**src/common/cpuCtrlPkg.sv**
```systemverilog
package cpuCtrlPkg;

  localparam int OPW = 5;
  localparam int PCW = 32;
  localparam int HALFW = 16;
  localparam int CCRW = 4;
  localparam int STACKDEPTH = 16;
  localparam int SPW = 4;

  localparam logic [PCW-1:0] INTVECTOR = 32'h0000_0100;

  localparam logic [OPW-1:0] OPNOP = 5'b00000;
  localparam logic [OPW-1:0] OPMOV = 5'b00011;
  localparam logic [OPW-1:0] OPADD = 5'b00100;
  localparam logic [OPW-1:0] OPSUB = 5'b00101;
  localparam logic [OPW-1:0] OPSTD = 5'b00111;
  localparam logic [OPW-1:0] OPOUT = 5'b00110;
  localparam logic [OPW-1:0] OPIN = 5'b01111;
  localparam logic [OPW-1:0] OPLDD = 5'b10000;
  localparam logic [OPW-1:0] OPLDM = 5'b10001;
  localparam logic [OPW-1:0] OPPOP = 5'b10010;
  localparam logic [OPW-1:0] OPPUSH = 5'b10011;
  localparam logic [OPW-1:0] OPCALL = 5'b11000;
  localparam logic [OPW-1:0] OPRET = 5'b11001;
  localparam logic [OPW-1:0] OPRTI = 5'b11010;

  // mov, add, sub, the 01xxx group, ldd, ldm and pop write a register.
  localparam logic [31:0] REGWRSET = 32'h0007_FF38;

  // sequencer state codes.
  localparam int STW = 4;
  localparam logic [STW-1:0] STIDLE = 4'd0;
  localparam logic [STW-1:0] STCALLHIGH = 4'd1;
  localparam logic [STW-1:0] STCALLLOW = 4'd2;
  localparam logic [STW-1:0] STRETLOW = 4'd3;
  localparam logic [STW-1:0] STRETHIGH = 4'd4;
  localparam logic [STW-1:0] STINTHIGH = 4'd5;
  localparam logic [STW-1:0] STINTLOW = 4'd6;
  localparam logic [STW-1:0] STINTCCR = 4'd7;
  localparam logic [STW-1:0] STRTICCR = 4'd8;
  localparam logic [STW-1:0] STRTILOW = 4'd9;
  localparam logic [STW-1:0] STRTIHIGH = 4'd10;

  // push data select.
  localparam int DSW = 2;
  localparam logic [DSW-1:0] DSELPCHIGH = 2'd0;
  localparam logic [DSW-1:0] DSELPCLOW = 2'd1;
  localparam logic [DSW-1:0] DSELCCR = 2'd2;

endpackage

```
**src/rtl/opDecoder.sv**
```systemverilog
`timescale 1ns/1ps

module opDecoder (
  input  logic [cpuCtrlPkg::OPW-1:0] opCode,
  output logic [cpuCtrlPkg::OPW-1:0] aluOp,
  output logic                       regWr,
  output logic                       memRd,
  output logic                       memWr,
  output logic                       aluSrc,
  output logic                       ldm,
  output logic                       memToReg,
  output logic                       portRd,
  output logic                       portWr,
  output logic                       isCall,
  output logic                       isRet,
  output logic                       isRti
);

  assign aluOp = opCode; // the ALU decodes its own function.

  assign regWr = cpuCtrlPkg::REGWRSET[opCode];

  // call, ret and rti go through the on-chip stack and not the data memory.
  assign memRd = (opCode == cpuCtrlPkg::OPLDD) ||
                 (opCode == cpuCtrlPkg::OPPOP);

  assign memWr = (opCode == cpuCtrlPkg::OPSTD) ||
                 (opCode == cpuCtrlPkg::OPPUSH);

  // second operand comes from the immediate or offset field.
  assign aluSrc = (opCode == cpuCtrlPkg::OPLDM) ||
                  (opCode == cpuCtrlPkg::OPLDD) ||
                  (opCode == cpuCtrlPkg::OPSTD);

  assign ldm = (opCode == cpuCtrlPkg::OPLDM);

  assign memToReg = (opCode == cpuCtrlPkg::OPLDD) ||
                    (opCode == cpuCtrlPkg::OPPOP);

  assign portRd = (opCode == cpuCtrlPkg::OPIN);
  assign portWr = (opCode == cpuCtrlPkg::OPOUT);

  assign isCall = (opCode == cpuCtrlPkg::OPCALL);
  assign isRet = (opCode == cpuCtrlPkg::OPRET);
  assign isRti = (opCode == cpuCtrlPkg::OPRTI);

endmodule

```
**src/stackSeq/stackSequencer.sv**
```systemverilog
`timescale 1ns/1ps

module stackSequencer (
  input  logic                       clk,
  input  logic                       rst,
  input  logic                       enable,
  input  logic                       interrupt,
  input  logic                       isCall,
  input  logic                       isRet,
  input  logic                       isRti,
  output logic                       busy,
  output logic                       push,
  output logic                       pop,
  output logic                       stackWr,
  output logic [cpuCtrlPkg::DSW-1:0] dataSel,
  output logic                       pcLoadTarget,
  output logic                       pcLoadVector,
  output logic                       pcRestoreHigh,
  output logic                       pcRestoreLow,
  output logic                       ccrRestore
);

  logic [cpuCtrlPkg::STW-1:0] state;
  logic [cpuCtrlPkg::STW-1:0] nextState;

  always_ff @(posedge clk or posedge rst) begin
    if (rst) begin
      state <= cpuCtrlPkg::STIDLE;
    end else begin
      state <= nextState;
    end
  end

  always_comb begin
    nextState = cpuCtrlPkg::STIDLE;
    case (state)
      cpuCtrlPkg::STIDLE: begin
        if (interrupt) begin
          nextState = cpuCtrlPkg::STINTHIGH; // interrupt wins over any opcode.
        end else if (enable && isCall) begin
          nextState = cpuCtrlPkg::STCALLHIGH;
        end else if (enable && isRet) begin
          nextState = cpuCtrlPkg::STRETLOW;
        end else if (enable && isRti) begin
          nextState = cpuCtrlPkg::STRTICCR;
        end
      end
      cpuCtrlPkg::STCALLHIGH: nextState = cpuCtrlPkg::STCALLLOW;
      cpuCtrlPkg::STRETLOW:   nextState = cpuCtrlPkg::STRETHIGH;
      cpuCtrlPkg::STINTHIGH:  nextState = cpuCtrlPkg::STINTLOW;
      cpuCtrlPkg::STINTLOW:   nextState = cpuCtrlPkg::STINTCCR;
      cpuCtrlPkg::STRTICCR:   nextState = cpuCtrlPkg::STRTILOW;
      cpuCtrlPkg::STRTILOW:   nextState = cpuCtrlPkg::STRTIHIGH;
      default:                nextState = cpuCtrlPkg::STIDLE;
    endcase
  end

  // strobes are decoded from the state and act on the edge that leaves it.
  always_comb begin
    push = 1'b0;
    pop = 1'b0;
    dataSel = cpuCtrlPkg::DSELPCHIGH;
    pcLoadTarget = 1'b0;
    pcLoadVector = 1'b0;
    pcRestoreHigh = 1'b0;
    pcRestoreLow = 1'b0;
    ccrRestore = 1'b0;
    case (state)
      cpuCtrlPkg::STCALLHIGH, cpuCtrlPkg::STINTHIGH: begin
        push = 1'b1;
      end
      cpuCtrlPkg::STCALLLOW: begin
        push = 1'b1;
        dataSel = cpuCtrlPkg::DSELPCLOW;
        pcLoadTarget = 1'b1;
      end
      cpuCtrlPkg::STINTLOW: begin
        push = 1'b1;
        dataSel = cpuCtrlPkg::DSELPCLOW;
      end
      cpuCtrlPkg::STINTCCR: begin
        push = 1'b1;
        dataSel = cpuCtrlPkg::DSELCCR;
        pcLoadVector = 1'b1;
      end
      cpuCtrlPkg::STRETLOW, cpuCtrlPkg::STRTILOW: begin
        pop = 1'b1;
        pcRestoreLow = 1'b1;
      end
      cpuCtrlPkg::STRETHIGH, cpuCtrlPkg::STRTIHIGH: begin
        pop = 1'b1;
        pcRestoreHigh = 1'b1;
      end
      cpuCtrlPkg::STRTICCR: begin
        pop = 1'b1;
        ccrRestore = 1'b1;
      end
      default: ;
    endcase
  end

  assign stackWr = push; // every push cycle stores one word.
  assign busy = (state != cpuCtrlPkg::STIDLE);

  assert property (@(posedge clk) disable iff (rst) !(push && pop))
    else $error("stack push and pop in the same cycle.");

  // every busy cycle moves the stack, and an idle cycle never does.
  assert property (@(posedge clk) disable iff (rst) busy == (push || pop))
    else $error("busy does not match the stack activity.");

endmodule

```
**src/stackSeq/stackPointer.sv**
```systemverilog
`timescale 1ns/1ps

module stackPointer (
  input  logic                       clk,
  input  logic                       rst,
  input  logic                       push,
  input  logic                       pop,
  output logic [cpuCtrlPkg::SPW-1:0] sp,
  output logic [cpuCtrlPkg::SPW-1:0] addr
);

  localparam logic [cpuCtrlPkg::SPW-1:0] SPTOP = cpuCtrlPkg::SPW'(cpuCtrlPkg::STACKDEPTH - 1);

  // sp points at the next free entry, the stack grows down.
  assign addr = pop ? sp + 1'b1 : sp;

  always_ff @(posedge clk or posedge rst) begin
    if (rst) begin
      sp <= SPTOP;
    end else if (push && (sp != '0)) begin
      sp <= sp - 1'b1; // holds at 0 rather than wrapping.
    end else if (pop && (sp != SPTOP)) begin
      sp <= sp + 1'b1;
    end
  end

  assert property (@(posedge clk) disable iff (rst) push |-> (sp != '0))
    else $error("stack overflow.");

  assert property (@(posedge clk) disable iff (rst) pop |-> (sp != SPTOP))
    else $error("stack underflow.");

endmodule

```
**src/stackSeq/stackRam.sv**
```systemverilog
`timescale 1ns/1ps

module stackRam (
  input  logic                         clk,
  input  logic                         wr,
  input  logic [cpuCtrlPkg::SPW-1:0]   addr,
  input  logic [cpuCtrlPkg::HALFW-1:0] wrData,
  output logic [cpuCtrlPkg::HALFW-1:0] rdData
);

  logic [cpuCtrlPkg::HALFW-1:0] mem [cpuCtrlPkg::STACKDEPTH];

  always_ff @(posedge clk) begin
    if (wr) begin
      mem[addr] <= wrData;
    end
  end

  assign rdData = mem[addr]; // a pop sees its word in the same cycle.

endmodule

```
**src/rtl/contextRegs.sv**
```systemverilog
`timescale 1ns/1ps

module contextRegs (
  input  logic                         clk,
  input  logic                         rst,
  input  logic                         enable,
  input  logic                         busy,
  input  logic [cpuCtrlPkg::PCW-1:0]   target,
  input  logic [cpuCtrlPkg::CCRW-1:0]  ccrIn,
  input  logic                         ccrWr,
  input  logic                         pcLoadTarget,
  input  logic                         pcLoadVector,
  input  logic                         pcRestoreHigh,
  input  logic                         pcRestoreLow,
  input  logic                         ccrRestore,
  input  logic [cpuCtrlPkg::HALFW-1:0] rdData,
  input  logic [cpuCtrlPkg::DSW-1:0]   dataSel,
  output logic [cpuCtrlPkg::PCW-1:0]   pc,
  output logic [cpuCtrlPkg::CCRW-1:0]  ccr,
  output logic [cpuCtrlPkg::HALFW-1:0] pushData
);

  logic [cpuCtrlPkg::PCW-1:0]   targetLatch;
  logic [cpuCtrlPkg::HALFW-1:0] pcLowLatch;
  logic [cpuCtrlPkg::CCRW-1:0]  ccrLatch;
  logic                         ccrPend;

  // the last idle edge is the start edge, so the call target is frozen there.
  always_ff @(posedge clk) begin
    if (!busy) begin
      targetLatch <= target;
    end
    if (pcRestoreLow) begin
      pcLowLatch <= rdData;
    end
    if (ccrRestore) begin
      ccrLatch <= rdData[cpuCtrlPkg::CCRW-1:0];
    end
  end

  always_ff @(posedge clk or posedge rst) begin
    if (rst) begin
      pc <= '0;
      ccr <= '0;
      ccrPend <= 1'b0;
    end else begin
      if (pcLoadTarget) begin
        pc <= targetLatch;
      end else if (pcLoadVector) begin
        pc <= cpuCtrlPkg::INTVECTOR;
      end else if (pcRestoreHigh) begin
        pc <= {rdData, pcLowLatch}; // whole pc changes in one edge.
      end else if (enable && !busy) begin
        pc <= pc + 1'b1;
      end

      // rti restores ccr together with pc, ret leaves it alone.
      if (pcRestoreHigh && ccrPend) begin
        ccr <= ccrLatch;
      end else if (ccrWr && !busy) begin
        ccr <= ccrIn;
      end

      if (ccrRestore) begin
        ccrPend <= 1'b1;
      end else if (pcRestoreHigh) begin
        ccrPend <= 1'b0;
      end
    end
  end

  always_comb begin
    case (dataSel)
      cpuCtrlPkg::DSELPCHIGH: pushData = pc[cpuCtrlPkg::PCW-1:cpuCtrlPkg::HALFW];
      cpuCtrlPkg::DSELPCLOW:  pushData = pc[cpuCtrlPkg::HALFW-1:0];
      cpuCtrlPkg::DSELCCR:    pushData = {{(cpuCtrlPkg::HALFW - cpuCtrlPkg::CCRW){1'b0}}, ccr};
      default:                pushData = '0;
    endcase
  end

endmodule

```
**src/rtl/controlTop.sv**
```systemverilog
`timescale 1ns/1ps

module controlTop (
  input  logic                        clk,
  input  logic                        rst,
  input  logic                        enable,
  input  logic [cpuCtrlPkg::OPW-1:0]  opCode,
  input  logic [cpuCtrlPkg::PCW-1:0]  target,
  input  logic                        interrupt,
  input  logic [cpuCtrlPkg::CCRW-1:0] ccrIn,
  input  logic                        ccrWr,
  output logic [cpuCtrlPkg::OPW-1:0]  aluOp,
  output logic                        regWr,
  output logic                        memRd,
  output logic                        memWr,
  output logic                        aluSrc,
  output logic                        ldm,
  output logic                        memToReg,
  output logic                        portRd,
  output logic                        portWr,
  output logic [cpuCtrlPkg::PCW-1:0]  pc,
  output logic [cpuCtrlPkg::CCRW-1:0] ccr,
  output logic [cpuCtrlPkg::SPW-1:0]  sp,
  output logic                        busy
);

  logic [cpuCtrlPkg::OPW-1:0]   decAluOp;
  logic                         decRegWr;
  logic                         decMemRd;
  logic                         decMemWr;
  logic                         decAluSrc;
  logic                         decLdm;
  logic                         decMemToReg;
  logic                         decPortRd;
  logic                         decPortWr;
  logic                         isCall;
  logic                         isRet;
  logic                         isRti;
  logic                         issue;
  logic                         pcStep;
  logic                         push;
  logic                         pop;
  logic                         stackWr;
  logic [cpuCtrlPkg::DSW-1:0]   dataSel;
  logic                         pcLoadTarget;
  logic                         pcLoadVector;
  logic                         pcRestoreHigh;
  logic                         pcRestoreLow;
  logic                         ccrRestore;
  logic [cpuCtrlPkg::SPW-1:0]   stackAddr;
  logic [cpuCtrlPkg::HALFW-1:0] pushData;
  logic [cpuCtrlPkg::HALFW-1:0] rdData;

  opDecoder opDecoder_i (
    .opCode(opCode),
    .aluOp(decAluOp),
    .regWr(decRegWr),
    .memRd(decMemRd),
    .memWr(decMemWr),
    .aluSrc(decAluSrc),
    .ldm(decLdm),
    .memToReg(decMemToReg),
    .portRd(decPortRd),
    .portWr(decPortWr),
    .isCall(isCall),
    .isRet(isRet),
    .isRti(isRti)
  );

  assign issue = enable && !busy; // an opcode only counts while the sequencer is idle.

  assign aluOp = issue ? decAluOp : '0;
  assign regWr = issue && decRegWr;
  assign memRd = issue && decMemRd;
  assign memWr = issue && decMemWr;
  assign aluSrc = issue && decAluSrc;
  assign ldm = issue && decLdm;
  assign memToReg = issue && decMemToReg;
  assign portRd = issue && decPortRd;
  assign portWr = issue && decPortWr;

  // interrupt entry saves the pc of the instruction it cut off.
  assign pcStep = enable && !interrupt;

  stackSequencer stackSequencer_i (
    .clk(clk),
    .rst(rst),
    .enable(enable),
    .interrupt(interrupt),
    .isCall(isCall),
    .isRet(isRet),
    .isRti(isRti),
    .busy(busy),
    .push(push),
    .pop(pop),
    .stackWr(stackWr),
    .dataSel(dataSel),
    .pcLoadTarget(pcLoadTarget),
    .pcLoadVector(pcLoadVector),
    .pcRestoreHigh(pcRestoreHigh),
    .pcRestoreLow(pcRestoreLow),
    .ccrRestore(ccrRestore)
  );

  stackPointer stackPointer_i (
    .clk(clk),
    .rst(rst),
    .push(push),
    .pop(pop),
    .sp(sp),
    .addr(stackAddr)
  );

  stackRam stackRam_i (
    .clk(clk),
    .wr(stackWr),
    .addr(stackAddr),
    .wrData(pushData),
    .rdData(rdData)
  );

  contextRegs contextRegs_i (
    .clk(clk),
    .rst(rst),
    .enable(pcStep),
    .busy(busy),
    .target(target),
    .ccrIn(ccrIn),
    .ccrWr(ccrWr),
    .pcLoadTarget(pcLoadTarget),
    .pcLoadVector(pcLoadVector),
    .pcRestoreHigh(pcRestoreHigh),
    .pcRestoreLow(pcRestoreLow),
    .ccrRestore(ccrRestore),
    .rdData(rdData),
    .dataSel(dataSel),
    .pc(pc),
    .ccr(ccr),
    .pushData(pushData)
  );

endmodule

```
**config.mk**
```make
export PLATFORM = sky130hd
export DESIGN_NAME = controlTop
export DESIGN_NICKNAME = d
export VERILOG_FILES = /design/src/common/cpuCtrlPkg.sv /design/src/rtl/opDecoder.sv /design/src/stackSeq/stackSequencer.sv /design/src/stackSeq/stackPointer.sv /design/src/stackSeq/stackRam.sv /design/src/rtl/contextRegs.sv /design/src/rtl/controlTop.sv
export SDC_FILE = /design/constraint.sdc
export NUM_CORES = 1
export LEC_CHECK = 0
export ABC_AREA = 1
export BUFFER_PORTS_ARGS = -buffer_cell sky130_fd_sc_hd__clkbuf_2
export CORE_ASPECT_RATIO = 0.8
export CORE_UTILIZATION = 58
export DETAILED_ROUTE_END_ITERATION = 10
export PLACE_DENSITY_LB_ADDON = 0.05
export SKIP_CTS_REPAIR_TIMING = 1
export SLEW_MARGIN = 20
export SYNTH_ARGS = -nofsm -noshare
export SYNTH_HDL_FRONTEND = slang
export SYNTH_HIERARCHICAL = 1
export SYNTH_SLANG_ARGS = --single-unit
```
**constraint.sdc**
```tcl
create_clock -name clk -period 5.7 [get_ports clk]
set_clock_uncertainty 0.15 [all_clocks]
set_input_delay 1.425 -clock clk [delete_from_list [all_inputs] [get_ports clk]]
set_output_delay 1.425 -clock clk [all_outputs]
set_load 0.02 [all_outputs]
```
### Word level (Yosys, flattened, before mapping)

Memories as Yosys holds them, arrays and structs flattened.
Index checks and enable logic that the tools add are counted.

* RAM bits: 256
* logic and storage cells: 102
* input port bits: 46
* bits in registers: 97
* ROM bits: 32
* output and inout bits: 54
* memories kept: 2

Memory list
* stackRam_i.mem: depth 16, bits a word 16, read ports 1, clocked after Yosys merged registers in 0, wr ports 1, RTL line stackRam.sv:11 `logic [cpuCtrlPkg::HALFW-1:0] mem [cpuCtrlPkg::STACKDEPTH];`
* (no name shown): depth 32, bits a word 1, read ports 1, clocked after Yosys merged registers in 0, wr ports 0, RTL line opDecoder.sv:21 `assign regWr = cpuCtrlPkg::REGWRSET[opCode];`

* reduce and logical (&&, ||, !) cells: 36
* order comparisons: 1
* equal/unequal tests: 23
* add/sub/neg operators: 3
* muxes and demuxes: 29

Operators by type and width (number)
* 2-to-1 mux 32 bit: 4
* case mux 16 bit (3 select lines): 1
* 2-to-1 mux 4 bit: 9
* equality test 5 bit (second input constant): 7
* adder 32 x 1 -> 32 bit (second input constant): 1
* case mux 4 bit (7 select lines): 1
* logical AND 1 bit: 17
* equality test 4 x 3 -> 1 bit (second input constant): 4
* equality test 4 bit (second input constant): 3
* 2-to-1 mux 1 bit: 12
* nonzero test 4 bit: 3
* equality test 5 x 3 -> 1 bit (second input constant): 2
* OR reduction 5 bit: 2
* equality test 4 x 2 -> 1 bit (second input constant): 2
* < comparator 5 x 6 -> 1 bit (second input constant): 1
* nonzero test 2 bit: 3
* OR reduction 2 bit: 3
* equality test 5 x 4 -> 1 bit (second input constant): 1
* 2-to-1 mux 5 bit: 1
* adder 4 x 1 -> 4 bit (second input constant): 1
* equality test 4 x 1 -> 1 bit (second input constant): 1
* logical NOT 4 bit: 1
* logical OR 1 bit: 4
* inequality test 4 bit (second input constant): 1
* 6 further kinds: 7

### Depth between registers and ports, before layout

An unclocked memory read counts as a cell.

* word-level depth: 8
* depth in mapped cells: 22
* depth with buffers taken out: 18

### Hierarchy

Netlist, hierarchy kept.

Modules (own cells, without submodules)
* stackRam: seq. area each 7687.4 µm², times used 1, area an instance 10831.6 µm², cells each 1054
* contextRegs: seq. area each 2487.4 µm², times used 1, area an instance 4873.4 µm², cells each 628
* stackPointer: seq. area each 105.1 µm², times used 1, area an instance 387.9 µm², cells each 56
* stackSequencer: seq. area each 100.1 µm², times used 1, area an instance 327.8 µm², cells each 56
* opDecoder: seq. area each 0.0 µm², times used 1, area an instance 203.9 µm², cells each 39
* controlTop: seq. area each 0.0 µm², times used 1, area an instance 156.4 µm², cells each 31

### Least setup slack after synthesis

OpenSTA, ideal clock, no wires.

* kind: input -> output
* start: input opCode[4] in the netlist's numbering
* end: output memToReg
* path buffers: 2
* stages on the path: 6
* setup slack: 1920 ps
* data arrival time: 2205 ps
* data required time: 4125 ps
* path through: buf_4 nand2_1 nor2_1 buf_4 inv_1 nor2_1

* longest elaborated chain between the ends: 3
* elaborated cells between the ends (all ways): 4
* classes of those cells: eq/ne (2); reduce/logical (2)

RTL lines
* from (decl): RTL line controlTop.sv:7 `input logic [cpuCtrlPkg::OPW-1:0] opCode,`
* equality test 5 bit, on equally long branches
* logical OR 1 bit *
* via decMemRd: RTL line controlTop.sv:29 `logic decMemRd;`
* logical AND 1 bit *: RTL line controlTop.sv:78 `assign memToReg = issue && decMemToReg;`
* to (decl): RTL line controlTop.sv:18 `output logic memToReg,`

Mark *: on every way through the listed nets, which the timed path passes. The rest lies on a longest branch.

### Worst setup path in the final report

* start: register stackSequencer_i/state[3] in the netlist's numbering
* end: memory stackRam_i/mem[4][4] in the netlist's numbering (enable)

* elaborated cells between the ends (all ways): 17
* classes of those cells: eq/ne (10); mux (5); reduce/logical (2)

RTL lines
* from (decl): RTL line stackSequencer.sv:23 `logic [cpuCtrlPkg::STW-1:0] state;`
* from (signal assigned): RTL line stackSequencer.sv:28 `state <= cpuCtrlPkg::STIDLE;`
* from (signal assigned): RTL line stackSequencer.sv:30 `state <= nextState;`
* equality test 4 x 3 -> 1 bit (tied with other cells): RTL line stackSequencer.sv:68 `case (state)`
* OR reduction 5 bit (no line) *
* 2-to-1 mux 1 bit *: RTL line stackSequencer.sv:68
* via pop: RTL line controlTop.sv:42 `logic pop;`
* 2-to-1 mux 4 bit *: RTL line stackPointer.sv:15 `assign addr = pop ? sp + 1'b1 : sp;`
* via stackAddr (one bit): RTL line controlTop.sv:50 `logic [cpuCtrlPkg::SPW-1:0] stackAddr;`
* to (decl): RTL line stackRam.sv:11

Marked as above.

==> reports/summary.log <==
[die] Die Height 154.1 microns
[routing] Pre-Repair DR Iteration Count 6
[routing] mean routed wirelength per cell 17.97 microns
[place] number of cells after detailed placement 2289
[routing] via density per instance 5.394
[global_route] busiest metal layer after global routing met1
[sta] Sum Neg Setup Slack 0 ns
[critical_path] endpoint kind of the worst setup timing path flip-flop
[sta] Worst slew margin 32.44%
[sta] RSZ-0062 raised after global routing no
[routing] overall via count from detail_route 12710
[sta] Period minus WS final 4.016 ns
[synthesis] synthesized area 0.01678 sq mm
[critical_path] critical path data required time 5.79 ns
[sta] final cycle utilization of the critical path 70.45%
[global_route] total global routing track utilization 29.09%
[clock_tree] clock tree from TritonCTS yes
[critical_path] startpoint type of the worst setup path flip-flop
[global_route] first-pass GRT wire length 64730 microns
[synthesis] Ys Warns 6
[synthesis] synthesized area divided by synthesized cell count 9.003 sq um
[die] floorplan row count 55
[place] placed wire-length estimate 27160 microns
[flow_run] Max-Cap Viols 0
[outcome] outcome finished, final reports clean
[critical_path] flop2flop setup slack 1.68 ns
[sta] final setup violating endpoints 0
[global_route] total congestion overflow 0
[clock_tree] number of buffers created by CTS 37
[final_layout] layout cells sized above 1 12.83%
[routing] count of antenna-violating nets left after detailed routing 0
[critical_path] CP Class flip-flop to flip-flop
[routing] overall routed net length 42350 microns
[synthesis] most common flop cell mapped by yosys sky130_fd_sc_hd__edfxtp_1
[sta] number of max-slew violations in the final report 0
[global_route] met2 Usage GRT 43.11%
[critical_path] CP arrival 4.11 ns
[synthesis] number of flops mapped to enable cells by yosys 308
[synthesis] share of flip-flops with an asynchronous set or reset after synthesis 12.75%
[worst_hold_path] Min-Delay Path Class flip-flop to flip-flop
[clock_tree] maximum buffer depth of the clock tree 3
[critical_path] largest driver fanout on the critical path 38
[final_layout] filler-free cell count of the finished design 2357
[global_route] grt met3 use 5.113%
[place] number of buffers inserted by port buffering 99
[synthesis] synthesized net count 1913
[sta] post-route worst hold slack 0.3372 ns
[global_route] met1 track utilization from global routing 43.78%
[die] core outline area 0.02835 sq mm
[final_layout] area growth from synthesis to layout 11.94%
[die] starting density of the core 59.19%
[clock_tree] clock sink count 353
[routing] Iter 0 DRT Violations 1118
[sta] highest attainable clock frequency 249.0 MHz
[die] Ports 100
[routing] drc violations 0
[global_route] maximum number of pins on one net before global-route repair 131
[die] area enclosed by the die boundary 0.02962 sq mm
[final_layout] nets@finish 2007
[synthesis] Seq/Total Area, Yosys 61.86%
[clock_tree] clock transition time at the flip-flop clock pins of the worst setup and hold paths 0.06 ns
[final_layout] Core Util, Final 66.25%
[synthesis] register bit total from synthesis 353
[global_route] initial antenna violation count 1
[die] overall die width 192.2 microns
[global_route] vias in the first global route 11630
[clock_tree] later-pin clock latency in the skew report 0.54 ns
[synthesis] number of standard cells after synthesis 1864
[clock_tree] CTS H-Tree Depth 2
[sta] Final Hold Viols 0
[clock_tree] clock tree root driver cell sky130_fd_sc_hd__clkbuf_16
[place] routability cong. 0.9840
[synthesis] number of unique standard cell types used by synthesis 38
[final_layout] antenna fix cells 0
[sta] actual transition at the worst max-transition pin 1.010 ns
-- cell type report --
class	instances	area, sq um
Clock buffer	45	998.5
Clock inverter	23	165.2
Fill cell	2278	9568
Inverter	147	554.3
Multi-Input combinational cell	1283	5425
Sequential cell	353	10380
Tap cell	370	462.9
Timing Repair Buffer	136	798.3
-- worst max-delay path: stages, from the launching register on --
cell	delay (ns)
sky130_fd_sc_hd__dfrtp_1	0.44
sky130_fd_sc_hd__inv_1	0.13
sky130_fd_sc_hd__nor2_1	0.07
sky130_fd_sc_hd__nand2_1	0.10
sky130_fd_sc_hd__nand4_1	0.47
sky130_fd_sc_hd__nand2_1	0.31
sky130_fd_sc_hd__o21ai_4	0.20
sky130_fd_sc_hd__inv_2	0.59
sky130_fd_sc_hd__nand3_1	0.26
sky130_fd_sc_hd__nor2_1	0.66
sky130_fd_sc_hd__buf_4	0.32
-- registers in the layout, indices dropped and copies added (netlist names), 4 cells and up --
signal	flops
contextRegs_i/targetLatch	32
contextRegs_i/pc	32
contextRegs_i/pcLowLatch	16
contextRegs_i/ccrLatch	4
stackPointer_i/sp	4
contextRegs_i/ccr	4
stackSequencer_i/state	4
stackRam_i/mem	256
-- per-stage QoR --
stage / area, sq um / worst slack, ns
5_1_grt: 18780 / 1.329
2_1_floorplan: 16780 / 1.920
4_1_cts: 18780 / 1.711
3_5_place_dp: 17610 / 1.717
3_3_place_gp: 17610 / 1.797
6_report: 18780 / 1.684
-- Yosys cell counts (14+ instances only) --
library cell / n / share of area [%]
sky130_fd_sc_hd__a21oi_1: 27 / 0.81
sky130_fd_sc_hd__o22ai_1: 15 / 0.56
sky130_fd_sc_hd__nand3_1: 63 / 1.9
sky130_fd_sc_hd__buf_6: 14 / 0.94
sky130_fd_sc_hd__nand2_1: 893 / 20
sky130_fd_sc_hd__clkbuf_1: 18 / 0.40
sky130_fd_sc_hd__edfxtp_1: 308 / 55
sky130_fd_sc_hd__nor2_2: 19 / 0.71
sky130_fd_sc_hd__inv_1: 139 / 3.1
sky130_fd_sc_hd__buf_2: 33 / 0.98
sky130_fd_sc_hd__o21ai_0: 33 / 0.98
sky130_fd_sc_hd__dfrtp_1: 41 / 6.1
sky130_fd_sc_hd__nor2_1: 176 / 3.9
-- kinds of logic (layout without fill, tap and decap cells) --
family          count (synthesis)  count (layout)  synth area share [%]
xor+xnor                        6               6                0.3132
simple gates                 1184            1184                 28.31
fa+ha+maj                       3               3                0.2237
buf+inv                       228             351                 6.323
compound gates                 90              90                 2.975
flops                         353             353                 61.86
-- layout by cell type (no fill, tap or decap), types with 2 or more instances in the layout --
cell type and n:
sky130_fd_sc_hd__a21oi_1 27, sky130_fd_sc_hd__a31oi_1 8, sky130_fd_sc_hd__buf_12 2, sky130_fd_sc_hd__buf_4 35, sky130_fd_sc_hd__bufinv_16 2, sky130_fd_sc_hd__clkbuf_1 6, sky130_fd_sc_hd__clkbuf_16 39, sky130_fd_sc_hd__clkbuf_2 99
sky130_fd_sc_hd__clkinv_1 10, sky130_fd_sc_hd__clkinv_2 8, sky130_fd_sc_hd__clkinvlp_4 3, sky130_fd_sc_hd__dfrtp_1 41, sky130_fd_sc_hd__dfstp_2 4, sky130_fd_sc_hd__edfxtp_1 308, sky130_fd_sc_hd__ha_1 3, sky130_fd_sc_hd__inv_1 138
sky130_fd_sc_hd__inv_2 7, sky130_fd_sc_hd__nand2_1 893, sky130_fd_sc_hd__nand2_2 6, sky130_fd_sc_hd__nand2_4 4, sky130_fd_sc_hd__nand3_1 63, sky130_fd_sc_hd__nand3_2 4, sky130_fd_sc_hd__nand4_1 2, sky130_fd_sc_hd__nor2_1 176
sky130_fd_sc_hd__nor2_2 19, sky130_fd_sc_hd__nor2_4 7, sky130_fd_sc_hd__nor2_8 2, sky130_fd_sc_hd__nor3_1 4, sky130_fd_sc_hd__o21ai_0 31, sky130_fd_sc_hd__o21ai_1 2, sky130_fd_sc_hd__o221ai_2 3, sky130_fd_sc_hd__o22ai_1 10
sky130_fd_sc_hd__o22ai_2 5, sky130_fd_sc_hd__xor2_1 4
-- final timing paths --
check                                                          from                                  end  depth (start not counted)
max in group asynchronous                                       rst      contextRegs_i/pc[6]$_DFFE_PP0P_                          3
worst min-delay path              contextRegs_i/ccrPend$_DFFE_PP0P_    contextRegs_i/ccrPend$_DFFE_PP0P_                          1
worst max register to register  stackSequencer_i/state[3]$_DFF_PP0_       stackRam_i/mem[4][4]$_DFFE_PP_                         10
min in group asynchronous                                       rst  stackSequencer_i/state[1]$_DFF_PP0_                          2
worst min register to register    contextRegs_i/ccrPend$_DFFE_PP0P_    contextRegs_i/ccrPend$_DFFE_PP0P_                          1
worst max-delay path            stackSequencer_i/state[3]$_DFF_PP0_       stackRam_i/mem[4][4]$_DFFE_PP_                         10
-- layer usage --
metal  wire length, microns  part of all wire [%]
met5                     11                 0.026
met4                   1032                   2.4
met3                   3375                   8.0
met2                  18800                    44
met1                  19130                    45
Power is left out: the tool's default activity adds up to more than one toggle a clock period on the data nets, which glitch-free logic cannot reach.
